==> src/logic/cpuPkg.sv <==
package cpuPkg;

    // Instruction opcodes, top five bits of the word
    typedef enum logic [4:0] {
        ld    = 5'b00000,
        add   = 5'b00011,
        sub   = 5'b00100,
        andOp = 5'b00101,
        orOp  = 5'b00110,
        shr   = 5'b01001,
        shl   = 5'b01011,
        addi  = 5'b01100,
        andi  = 5'b01101,
        ori   = 5'b01110,
        neg   = 5'b10001,
        notOp = 5'b10010,
        out   = 5'b10111,
        nop   = 5'b11010,
        halt  = 5'b11011,
        // ALU only, used for the PC increment in T0
        incOp = 5'b11111
    } opcode_t;

    // Sequencer timing states
    typedef enum logic [3:0] {
        idle, t0, t1, t2, t3, t4, t5, t6, t7, haltState
    } state_t;

    // Which register drives the shared bus
    typedef enum logic [2:0] {
        srcNone, srcPc, srcZ, srcMdr, srcReg, srcImm
    } busSrc_t;

    // IR field that addresses the register file
    typedef enum logic [1:0] {
        selRa, selRb, selRc
    } regSel_t;

    // Instruction word layout, MSB first
    typedef struct packed {
        opcode_t     opcode;
        logic [3:0]  ra;
        logic [3:0]  rb;
        logic [3:0]  rc;
        logic [14:0] imm;
    } instr_t;

    // One control word per cycle
    typedef struct packed {
        busSrc_t busSrc;
        regSel_t regSel;
        opcode_t aluOp;
        logic    marIn;
        logic    pcIn;
        logic    incPc;
        logic    mdrIn;
        logic    memRead;
        logic    irIn;
        logic    yIn;
        logic    zIn;
        logic    regIn;
        logic    outIn;
    } ctrlWord_t;

endpackage

==> src/logic/aluUnit.sv <==
`timescale 1ns/1ps

module aluUnit (
    input  cpuPkg::opcode_t op,
    input  logic [31:0]     yValue,
    input  logic [31:0]     busValue,
    output logic [31:0]     result
);

    import cpuPkg::*;

    // Shift amount from the low bus bits
    logic [4:0] shiftAmt;

    assign shiftAmt = busValue[4:0];

    always_comb begin
        case (op)
            // ld adds base and offset like add
            add, addi, ld: begin
                result = yValue + busValue;
            end
            sub: begin
                result = yValue - busValue;
            end
            andOp, andi: begin
                result = yValue & busValue;
            end
            orOp, ori: begin
                result = yValue | busValue;
            end
            // Logical shifts, Y is the shifted value
            shl: begin
                result = yValue << shiftAmt;
            end
            shr: begin
                result = yValue >> shiftAmt;
            end
            // Unary ops work on the bus only
            notOp: begin
                result = ~busValue;
            end
            neg: begin
                result = -busValue;
            end
            // PC increment during fetch
            incOp: begin
                result = busValue + 32'd1;
            end
            default: begin
                // Pass the bus through
                result = busValue;
            end
        endcase
    end

endmodule

==> src/logic/busDatapath.sv <==
`timescale 1ns/1ps

module busDatapath #(
    parameter logic [31:0] resetPc = 32'd0
) (
    input  logic              clock,
    input  logic              rstN,
    input  cpuPkg::ctrlWord_t ctrl,
    input  logic [31:0]       memData,
    output cpuPkg::instr_t    ir,
    output logic [31:0]       memAddr,
    output logic              memRead,
    output logic [31:0]       outPort,
    output logic              outStrobe
);

    import cpuPkg::*;

    // The shared bus and its source registers
    logic [31:0] bus;
    logic [31:0] pc;
    logic [31:0] mar;
    logic [31:0] mdr;
    logic [31:0] yReg;
    logic [31:0] zReg;
    instr_t      irReg;

    // Register file and ALU hookup
    logic [3:0]  regAddr;
    logic [31:0] regData;
    logic [31:0] aluResult;
    logic [31:0] immExt;
    opcode_t     aluOp;

    // High in T2, MDR then holds the fresh instruction
    logic        fetchDone;

    // Sign-extended 15-bit immediate
    assign immExt = {{17{irReg.imm[14]}}, irReg.imm};

    // Bus multiplexer, one source per cycle
    always_comb begin
        case (ctrl.busSrc)
            srcPc:   bus = pc;
            srcZ:    bus = zReg;
            srcMdr:  bus = mdr;
            srcReg:  bus = regData;
            srcImm:  bus = immExt;
            default: bus = '0;
        endcase
    end

    // Register address from the selected IR field
    always_comb begin
        case (ctrl.regSel)
            selRb:   regAddr = irReg.rb;
            selRc:   regAddr = irReg.rc;
            default: regAddr = irReg.ra;
        endcase
    end

    // incPc overrides the decoded ALU op
    assign aluOp = ctrl.incPc ? incOp : ctrl.aluOp;

    regFile regFile_i (
        .clock    (clock),
        .rstN     (rstN),
        .addr     (regAddr),
        .writeEn  (ctrl.regIn),
        .busIn    (bus),
        .readData (regData)
    );

    aluUnit aluUnit_i (
        .op       (aluOp),
        .yValue   (yReg),
        .busValue (bus),
        .result   (aluResult)
    );

    // Bus registers, each on its own strobe
    always_ff @(posedge clock) begin
        if (!rstN) begin
            pc        <= resetPc;
            mar       <= '0;
            mdr       <= '0;
            yReg      <= '0;
            zReg      <= '0;
            irReg     <= '0;
            outPort   <= '0;
            outStrobe <= 1'b0;
            fetchDone <= 1'b0;
        end else begin
            if (ctrl.pcIn) pc <= bus;
            if (ctrl.marIn) mar <= bus;
            // MDR takes the word memory returns
            if (ctrl.mdrIn) mdr <= memData;
            if (ctrl.yIn) yReg <= bus;
            if (ctrl.zIn) zReg <= aluResult;
            if (ctrl.irIn) irReg <= instr_t'(bus);
            if (ctrl.outIn) outPort <= bus;
            // One-cycle pulse after the port load
            outStrobe <= ctrl.outIn;
            // Only the fetch read loads PC in the same cycle
            fetchDone <= ctrl.pcIn & ctrl.memRead;
        end
    end

    // IR view for the sequencer, MDR forwarded during T2
    // so the branch after T2 sees the new opcode
    assign ir = fetchDone ? instr_t'(mdr) : irReg;

    // Memory port
    assign memAddr = mar;
    assign memRead = ctrl.memRead;

endmodule

==> src/logic/controlSequencer.sv <==
`timescale 1ns/1ps

module controlSequencer (
    input  logic              clock,
    input  logic              rstN,
    input  cpuPkg::instr_t    ir,
    output cpuPkg::ctrlWord_t ctrl,
    output logic              halted
);

    import cpuPkg::*;

    // Opcode groups that share a state path
    typedef enum logic [2:0] {
        grpAlu, grpImm, grpLd, grpOut, grpNop, grpHalt
    } group_t;

    state_t state;
    state_t nextState;
    group_t grp;

    // Group decode, unknown codes run as nop
    always_comb begin
        case (ir.opcode)
            add, sub, andOp, orOp, shl, shr, notOp, neg: grp = grpAlu;
            addi, andi, ori: grp = grpImm;
            ld:      grp = grpLd;
            out:     grp = grpOut;
            halt:    grp = grpHalt;
            default: grp = grpNop;
        endcase
    end

    // Next timing state
    always_comb begin
        case (state)
            idle: nextState = t0;
            t0:   nextState = t1;
            t1:   nextState = t2;
            t2: begin
                if (grp == grpNop) nextState = t0;
                else if (grp == grpHalt) nextState = haltState;
                else nextState = t3;
            end
            // out is done after T3
            t3:   nextState = (grp == grpOut) ? t0 : t4;
            t4:   nextState = t5;
            // only ld goes on past T5
            t5:   nextState = (grp == grpLd) ? t6 : t0;
            t6:   nextState = t7;
            t7:   nextState = t0;
            // Stuck until reset
            haltState: nextState = haltState;
            default:   nextState = idle;
        endcase
    end

    always_ff @(posedge clock) begin
        if (!rstN) begin
            state <= idle;
        end else begin
            state <= nextState;
        end
    end

    // Control word for the current state
    always_comb begin
        ctrl        = '0;
        ctrl.busSrc = srcNone;
        ctrl.regSel = selRa;
        ctrl.aluOp  = nop;
        case (state)
            // Fetch: PC to MAR, Z gets PC plus one
            t0: begin
                ctrl.busSrc = srcPc;
                ctrl.marIn  = 1'b1;
                ctrl.incPc  = 1'b1;
                ctrl.zIn    = 1'b1;
            end
            t1: begin
                ctrl.busSrc  = srcZ;
                ctrl.pcIn    = 1'b1;
                ctrl.memRead = 1'b1;
                ctrl.mdrIn   = 1'b1;
            end
            t2: begin
                ctrl.busSrc = srcMdr;
                ctrl.irIn   = 1'b1;
            end
            // Ra to port for out, else Rb into Y
            t3: begin
                ctrl.busSrc = srcReg;
                if (grp == grpOut) begin
                    ctrl.regSel = selRa;
                    ctrl.outIn  = 1'b1;
                end else begin
                    ctrl.regSel = selRb;
                    ctrl.yIn    = 1'b1;
                end
            end
            // Second operand, Rc or the immediate
            t4: begin
                ctrl.busSrc = (grp == grpAlu) ? srcReg : srcImm;
                ctrl.regSel = selRc;
                ctrl.aluOp  = ir.opcode;
                ctrl.zIn    = 1'b1;
            end
            // Result to Ra, or the ld address to MAR
            t5: begin
                ctrl.busSrc = srcZ;
                if (grp == grpLd) begin
                    ctrl.marIn = 1'b1;
                end else begin
                    ctrl.regIn = 1'b1;
                end
            end
            t6: begin
                ctrl.memRead = 1'b1;
                ctrl.mdrIn   = 1'b1;
            end
            t7: begin
                ctrl.busSrc = srcMdr;
                ctrl.regIn  = 1'b1;
            end
            default: begin
                // idle and haltState stay quiet
                ctrl.busSrc = srcNone;
            end
        endcase
    end

    assign halted = (state == haltState);

endmodule

==> src/logic/cpuTop.sv <==
`timescale 1ns/1ps

module cpuTop #(
    parameter logic [31:0] resetPc = 32'd0
) (
    input  logic        clock,
    input  logic        rstN,
    input  logic [31:0] memData,
    output logic [31:0] memAddr,
    output logic        memRead,
    output logic [31:0] outPort,
    output logic        outStrobe,
    output logic        halted
);

    import cpuPkg::*;

    // Sequencer to datapath and back
    ctrlWord_t ctrl;
    instr_t    ir;

    controlSequencer controlSequencer_i (
        .clock  (clock),
        .rstN   (rstN),
        .ir     (ir),
        .ctrl   (ctrl),
        .halted (halted)
    );

    busDatapath #(
        .resetPc (resetPc)
    ) busDatapath_i (
        .clock     (clock),
        .rstN      (rstN),
        .ctrl      (ctrl),
        .memData   (memData),
        .ir        (ir),
        .memAddr   (memAddr),
        .memRead   (memRead),
        .outPort   (outPort),
        .outStrobe (outStrobe)
    );

endmodule

==> src/logic/regFile.sv <==
`timescale 1ns/1ps

module regFile (
    input  logic        clock,
    input  logic        rstN,
    input  logic [3:0]  addr,
    input  logic        writeEn,
    input  logic [31:0] busIn,
    output logic [31:0] readData
);

    // Sixteen general registers
    logic [31:0] regs [16];

    // Write port, loads from the bus
    always_ff @(posedge clock) begin
        if (!rstN) begin
            for (int i = 0; i < 16; i++) begin
                regs[i] <= '0;
            end
        end else if (writeEn) begin
            // R0 keeps the write but never shows it
            regs[addr] <= busIn;
        end
    end

    // Combinational read port
    always_comb begin
        if (addr == 4'd0) begin
            // R0 is hardwired to zero on read
            readData = '0;
        end else begin
            readData = regs[addr];
        end
    end

endmodule

==> config.mk <==
export PLATFORM = sky130hd
export DESIGN_NAME = cpuTop
export DESIGN_NICKNAME = d
export VERILOG_FILES = /design/src/logic/cpuPkg.sv /design/src/logic/aluUnit.sv /design/src/logic/busDatapath.sv /design/src/logic/controlSequencer.sv /design/src/logic/cpuTop.sv /design/src/logic/regFile.sv
export SDC_FILE = /design/constraint.sdc
export NUM_CORES = 2
export LEC_CHECK = 0
export BUFFER_PORTS_ARGS = -buffer_cell sky130_fd_sc_hd__buf_2
export CAP_MARGIN = 25
export CORE_MARGIN = 1
export CORE_UTILIZATION = 55
export DETAILED_ROUTE_END_ITERATION = 8
export HOLD_SLACK_MARGIN = 0.12
export PLACE_DENSITY = 0.7
export SYNTH_ARGS = -nofsm -noshare
export SYNTH_HDL_FRONTEND = slang
export SYNTH_SLANG_ARGS = --single-unit
==> constraint.sdc <==
create_clock -name clock -period 10.3 [get_ports clock]
set_clock_uncertainty 0.15 [all_clocks]
set_input_delay 0 -clock clock [delete_from_list [all_inputs] [get_ports clock]]
set_output_delay 0 -clock clock [all_outputs]
set_load 0.01 [all_outputs]
# == Word level (Yosys, flattened, before mapping) ==
# Memories as Yosys holds them, arrays and structs flattened.
# Cells that the tools add are included.
# word_totals
ff_bits,230
n_memories,2
out_inout_bits,67
latchBits,0
elab_cells,107
rom_bits,96
input_bits,34
mem_bits_rw,512
# memory_table
name,words,word_bits,rd,rd_clocked_by_memory_dff,wr,line,text
busDatapath_i.regFile_i.regs,16,32,1,0,16,regFile.sv:13,logic [31:0] regs [16];
(name not given),32,3,1,0,0,controlSequencer.sv:24,case (ir.opcode)
# op_classes
mul,0
n_addsub,4
reduce_logical,13
shift,2
n_lt_le_gt_ge,0
div_mod_pow,0
bitwise,4
n_eq_ne,32
mux,36
# op_table
operator,count
$pmux W32 S9,1
$pmux W32 S5,1
$mux W32,3
$pmux W4 S9,1
$add A32 B1 Y32 const B,1
$add A32 B32 Y32,1
$and A32 B32 Y32,1
$neg A32 Y32,1
$not A32 Y32,1
$or A32 B32 Y32,1
$reduce_or A32 Y1,1
$shl A32 B5 Y32,1
$shr A32 B5 Y32,1
$sub A32 B32 Y32,1
$eq A5 B4 Y1 const B,5
$mux W1,17
$eq A4 B3 Y1 const B,4
$eq A5 B3 Y1 const B,3
$eq A5 B5 Y1 const B,3
$pmux W3 S5,1
$reduce_or A2 Y1,7
$eq A3 B2 Y1 const B,4
$eq A3 B3 Y1 const B,4
$mux W4,3
18 further kinds,24

# == Logic depth before layout (Yosys ltp) ==
# An unclocked memory read counts as a cell.
# depth
word_depth,12
mapped_depth,38
ltp_nobuf,28

# == Modules after synthesis ==
# From an unflattened synthesis, not the netlist that was laid out.
# hier_totals
cells_unflattened,3839
area_unflattened_um2,41401.0
# by_module_without_submodules
module,cells_per_inst,instances,area_per_inst_um2,seq_area_each_um2
regFile,1458,1,21878.5,14413.8
busDatapath,1026,1,10217.3,4524.3
aluUnit,1276,1,8734.6,0.0
controlSequencer,79,1,570.5,80.1

# == Least setup slack after synthesis ==
# No wires, ideal clock.
# synth_path
kind,reg2reg
from,register busDatapath_i.fetchDone
to,register busDatapath_i.zReg[17]
t_arrival_ps,8195
synth_period_minus_slack_ps,8461
required_time_ps,10035
setup_time_ps,115
path_buffers,11
path_stages_with_launch,37
slack_ps,1839
path_cell_list,dfxtp_1 buf_4 mux2i_1 clkinv_1 ha_1 nand3_1 and2_1 clkbuf_1 clkbuf_1 ha_1 buf_2 buf_2 o21ai_1 buf_2 buf_2 buf_4 buf_2 mux4_2 nand2_1 nand3_1 a31oi_1 clkbuf_1 ha_1 clkbuf_1 a21o_1 a21o_1 nand2_1 nand2_1 a21o_1 or3_1 nor4_1 o41ai_1 a21oi_1 xnor2_1 a221oi_1 o221ai_1 and3_1
# synth_via
elab_chain_cells,12
word_cells_on_any_way,48
cone_classes,add/sub (4); eq/ne (20); shift (2); mux (11); bitwise (3); reduce/logical (6); memory (2)
# synth_lines
item,line,text
start: declaration,busDatapath.sv:36,logic fetchDone;
start signal: assignment,busDatapath.sv:105,fetchDone <= ctrl.pcIn & ctrl.memRead;
$mux W32 (*),busDatapath.sv:111,assign ir = fetchDone ? instr_t'(mdr) : irReg;
$mem_v2 Z32 W3,-,
$eq A3 B2 Y1,controlSequencer.sv:93,if (grp == grpOut) begin
$mux W1,controlSequencer.sv:93,
$pmux W2 S2,controlSequencer.sv:72,case (state)
$eq A2 B2 Y1 / $eq A2 B1 Y1 (equally long branches),busDatapath.sv:55,case (ctrl.regSel)
$pmux W4 S2,busDatapath.sv:55,
$mem_v2 Z16 W32 / $logic_not A4 Y1 (equally long branches),-,
$mux W32,regFile.sv:29,if (addr == 4'd0) begin
$pmux W32 S5,busDatapath.sv:43,case (ctrl.busSrc)
"$add A32 B1 Y32, or another cell as far along",aluUnit.sv:48,result = busValue + 32'd1;
$pmux W32 S9 (*),aluUnit.sv:18,case (op)
end signal: assignment,busDatapath.sv:99,if (ctrl.zIn) zReg <= aluResult;
end: declaration,busDatapath.sv:25,logic [31:0] zReg;
# Every way passes the cells marked *; elsewhere a longest branch is shown, timed or not.
# A chain may end at the register's enable or synchronous reset.

# == Final worst setup path ==
# layout_path
from,register busDatapath_i.fetchDone
to,register busDatapath_i.zReg[27]
# The elaborated chain is that of the path after synthesis.

==> impl_metrics.py <==
metrics = {
    "yosys": {
        "postSynth.topFlopCell": "sky130_fd_sc_hd__edfxtp_1",
        "synth_largest_type_area_fraction_pct": 37.1,
        "yosys.cell_count.top_type": "sky130_fd_sc_hd__nor2_1",
        "syn-cell-area_sq_um": 41300,
        "postSynth.asyncResetShare_pct": 0,
        "synth.area.top_cells": "sky130_fd_sc_hd__edfxtp_1, sky130_fd_sc_hd__dfxtp_1, sky130_fd_sc_hd__mux4_2",
        "yosysTopAreaCell": "sky130_fd_sc_hd__edfxtp_1",
        "synth_seq_cells": 740,
        "count_of_flip_flops_with_a_built_in_enable_after_synthesis": 510,
        "synth.avg_cell_area_sq_um": 10.0,
        "syn-instance-count": 4120,
        "ys.warnings.count": 0,
        "netlist-cell-type-count": 107,
        "synth.yosys.seq_area_share_pct": 48.3,
        "synth_commonest_cells": "sky130_fd_sc_hd__nor2_1, sky130_fd_sc_hd__nand2_1, sky130_fd_sc_hd__edfxtp_1",
        "postSynthNetCount": 4221,
    },
    "clock_tree": {
        "clk_root_buffer_cell": "sky130_fd_sc_hd__clkbuf_16",
        "cts.sinks": 740,
        "total_number_of_h_tree_levels": 3,
        "clockBufferDepth": 3,
        "post_cts_resize_count": 0,
        "clock_tree_from_tritoncts": "built",
        "tritoncts.num_buffers": 78,
        "clk-insertion-delay-late_ns": 0.64,
        "cts.hold.buffers_added": 63,
        "clk_transition_reported_paths_ns": 0.06,
        "post_cts.repair.setup_buffers": 0,
    },
    "worst_setup_path": {
        "critical_path_class": "register to register",
        "timing.critical_path.cells": "mux2i_1 > clkinv_1 > ha_1 > nand3_1 > and2_2 > ha_1 > o21ai_4 > buf_4 > mux4_2 > nand2_1 > nand3_1 > a31oi_4 > ha_1 > a21oi_1 > o21ai_0 > or3_1 > nor4_1 > nor3_1 > nor3_1 > xor2_1 > o221ai_1 > a211o_1",
        "worstSetupPathDepth": 22,
        "worst_ep_arrival_time_ns": 9.70,
        "crit_family": "simple AND/OR/NAND/NOR gates",
        "timing.critical_path.required_ns": 10.68,
        "crit_buf_inv": 2,
        "crit_path_max_fanout": 18,
        "worstSetupEndpoint": "busDatapath_i.zReg[27]",
        "worstReg2RegStart": "busDatapath_i.fetchDone",
        "critical_path.endpoint_type": "register",
        "critPathLaunchType": "register",
        "critical_path.slowest_cell": "sky130_fd_sc_hd__nor4_1",
        "rrSetupSlack_ns": 0.98,
        "critical-path-top-cell-by-count": "sky130_fd_sc_hd__ha_1",
        "rr_worst_depth": 22,
        "reg2reg_to": "busDatapath_i.zReg[27]",
        "worst_setup_path_start": "busDatapath_i.fetchDone",
        "critical_path.max_stage_delay_ns": 0.90,
    },
    "detailed_routing": {
        "wl_per_cell_microns": 30.7,
        "number_of_vias_per_cell_after_detailed_routing": 6.93,
        "ant_nets": 0,
        "drt_first_iter_violations": 5844,
        "routed_wirelength_microns": 158000,
        "drtPass1Iterations": 9,
        "detail_route.drc_violations": 0,
        "vias": 35600,
    },
    "placed_design": {
        "place.gp.congestion": 1.05,
        "dpl_cell_area_sq_um": 42900,
        "placement.io_buffers": 100,
        "pre_cts_ws_ns": 1.23,
        "hpwlAfterDp_microns": 106000,
    },
    "cells_and_area": {
        "multi_input_comb_area_sq_um": 19900,
        "nFillCells": 5960,
        "area.sequential_sq_um": 19900,
        "fin_nets": 4208,
        "finish.instance_area_sq_um": 46200,
        "area_growth_syn_to_layout_pct": 11.8,
        "drive_gt1_share_pct": 13.8,
    },
    "sta": {
        "worst_pin_slew_ns": 1.04,
        "timing_hold_violations_final": 0,
        "rsz0062_at_grt": "false",
        "timing.fmax_ghz": 0.107,
        "final.setup.tns_ns": 0,
        "timing.final.crit_period_ns": 9.32,
        "timing.final.setup_violations": 0,
        "final.period_utilization_pct": 90.5,
        "drv_slew": 0,
        "timing.max_slew.rel_slack_pct": 30.3,
        "setup_ws_ns": 0.979,
    },
    "die": {
        "floorplan.die.height_microns": 276,
        "io-pin-count": 101,
        "fp-row-count": 100,
        "die_width_microns": 276,
        "start_util_pct": 55.5,
        "die_area_sq_um": 76100,
        "core_area_sq_um": 74300,
    },
    "global_route": {
        "global_route.usage.total_pct": 40.9,
        "use_met2_pct": 59.2,
        "grt.met3_usage_pct": 11.7,
        "grt_antenna_before_repair": 6,
        "wire_length_of_the_first_global_routing_pass_microns": 225000,
        "grt_max_degree": 135,
        "gr-max-usage-layer": "met2",
        "grt_util_met1_pct": 56.1,
        "grt-ovfl-total": 0,
        "first_global_vias": 32700,
    },
    "power": {
        "p_leak_nw": 18.9,
        "peakVddDrop_v": 0.000171,
        "power-per-cell-area_nw_per_um2": 165,
    },
    "job": {
        "drv.max_cap_violation_count": 0,
    },
    "hold_path": {
        "worst_hold_path_type": "input pin to register",
    },
    "run_status": {
        "outcome": "completed",
    },
}
## state kept, by name, indices dropped and copies added, names as in the netlist
register	count
busDatapath_i.pc	32
busDatapath_i.regFile_i.regs	510
busDatapath_i.yReg	32
busDatapath_i.immExt	15
controlSequencer_i.state	4
busDatapath_i.mdr	32
busDatapath_i.memAddr	32
busDatapath_i.fetchDone	1
busDatapath_i.zReg	32
busDatapath_i.irReg	17
busDatapath_i.outStrobe	1
busDatapath_i.outPort	32
## cell type report
| cell class | instances | area share (%) |
|---|---|---|
| clock buffers | 101 | 4.73 |
| flip-flops and latches | 740 | 43.2 |
| well taps | 969 | 2.63 |
| inverters | 70 | 0.569 |
| multi-input cells | 2921 | 43.1 |
| repair buffers | 296 | 4.80 |
| diodes | 1 | 0.00542 |
| clock inverters | 43 | 1.01 |
## metal layers
layer	share of wire [%]	wire length (microns)
met1	38	59700
met2	43	67200
met3	14	22000
met4	5.7	9000
met5	0.017	27
## tightest hold or removal path, cell delays in order
cell	delay [ns]
sky130_fd_sc_hd__dlygate4sd3_1	0.53
sky130_fd_sc_hd__buf_2	0.13
sky130_fd_sc_hd__nand2_1	0.10
sky130_fd_sc_hd__a21boi_0	0.09
## power by group
group          internal [mW]  switching [mW]
Clock                   1.69            1.24
Combinational          0.432           0.875
Sequential              3.28          0.0822
## worst min path at each step
stage	startpoint	slack (ns)	cells past startpoint	to
after floorplan	memData[0]	-0.005	2	busDatapath_i.mdr[0]
after global placement	memData[25]	0.10	3	busDatapath_i.mdr[25]
after detailed placement	memData[14]	0.11	3	busDatapath_i.mdr[14]
after CTS	memData[1]	0.13	4	busDatapath_i.mdr[1]
after global routing	memData[1]	0.13	4	busDatapath_i.mdr[1]
final	memData[1]	0.12	4	busDatapath_i.mdr[1]
## cells in the final DEF, fill, tap and decap left out, drive strengths merged, types with 49 or more instances in the layout
master         n
mux2i        162
ha            66
mux4         109
clkbuf       102
edfxtp       510
dfxtp        230
nand3        117
inv           73
a31oi         49
a211oi        65
and2          67
a21oi        153
dlygate4sd3   63
nand2        557
buf          232
nor2         654
o21ai        135
o211a        162
## kinds of logic (layout without fill, tap and decap cells)
kind of cell    after synthesis  after routing  share of synthesized area (%)
compound gates              926            926                           17.1
xor+xnor                     47             47                          0.997
fa+ha+maj                    67             67                           2.05
buf+inv                     459            510                           4.51
flops                       740            740                           48.3
mux                         298            298                           10.6
other cells                   0              1                              0
simple gates               1583           1583                           16.5
## through the flow
step | total power, mW | hold slack, ns | utilization [%] | std cells
6_report | 7.60 | 0.116 | 62.1 | 5141
5_1_grt | 7.77 | 0.126 | 62.1 | 5140
4_1_cts | 7.55 | 0.131 | 62.1 | 5139
3_5_place_dp | 4.66 | 0.112 | 57.7 | 4932
3_3_place_gp | 4.65 | 0.105 | 57.7 | 4930
2_1_floorplan | 4.19 | -0.00508 | - | 4120
Note: power is estimated with default switching activity, not from simulation.
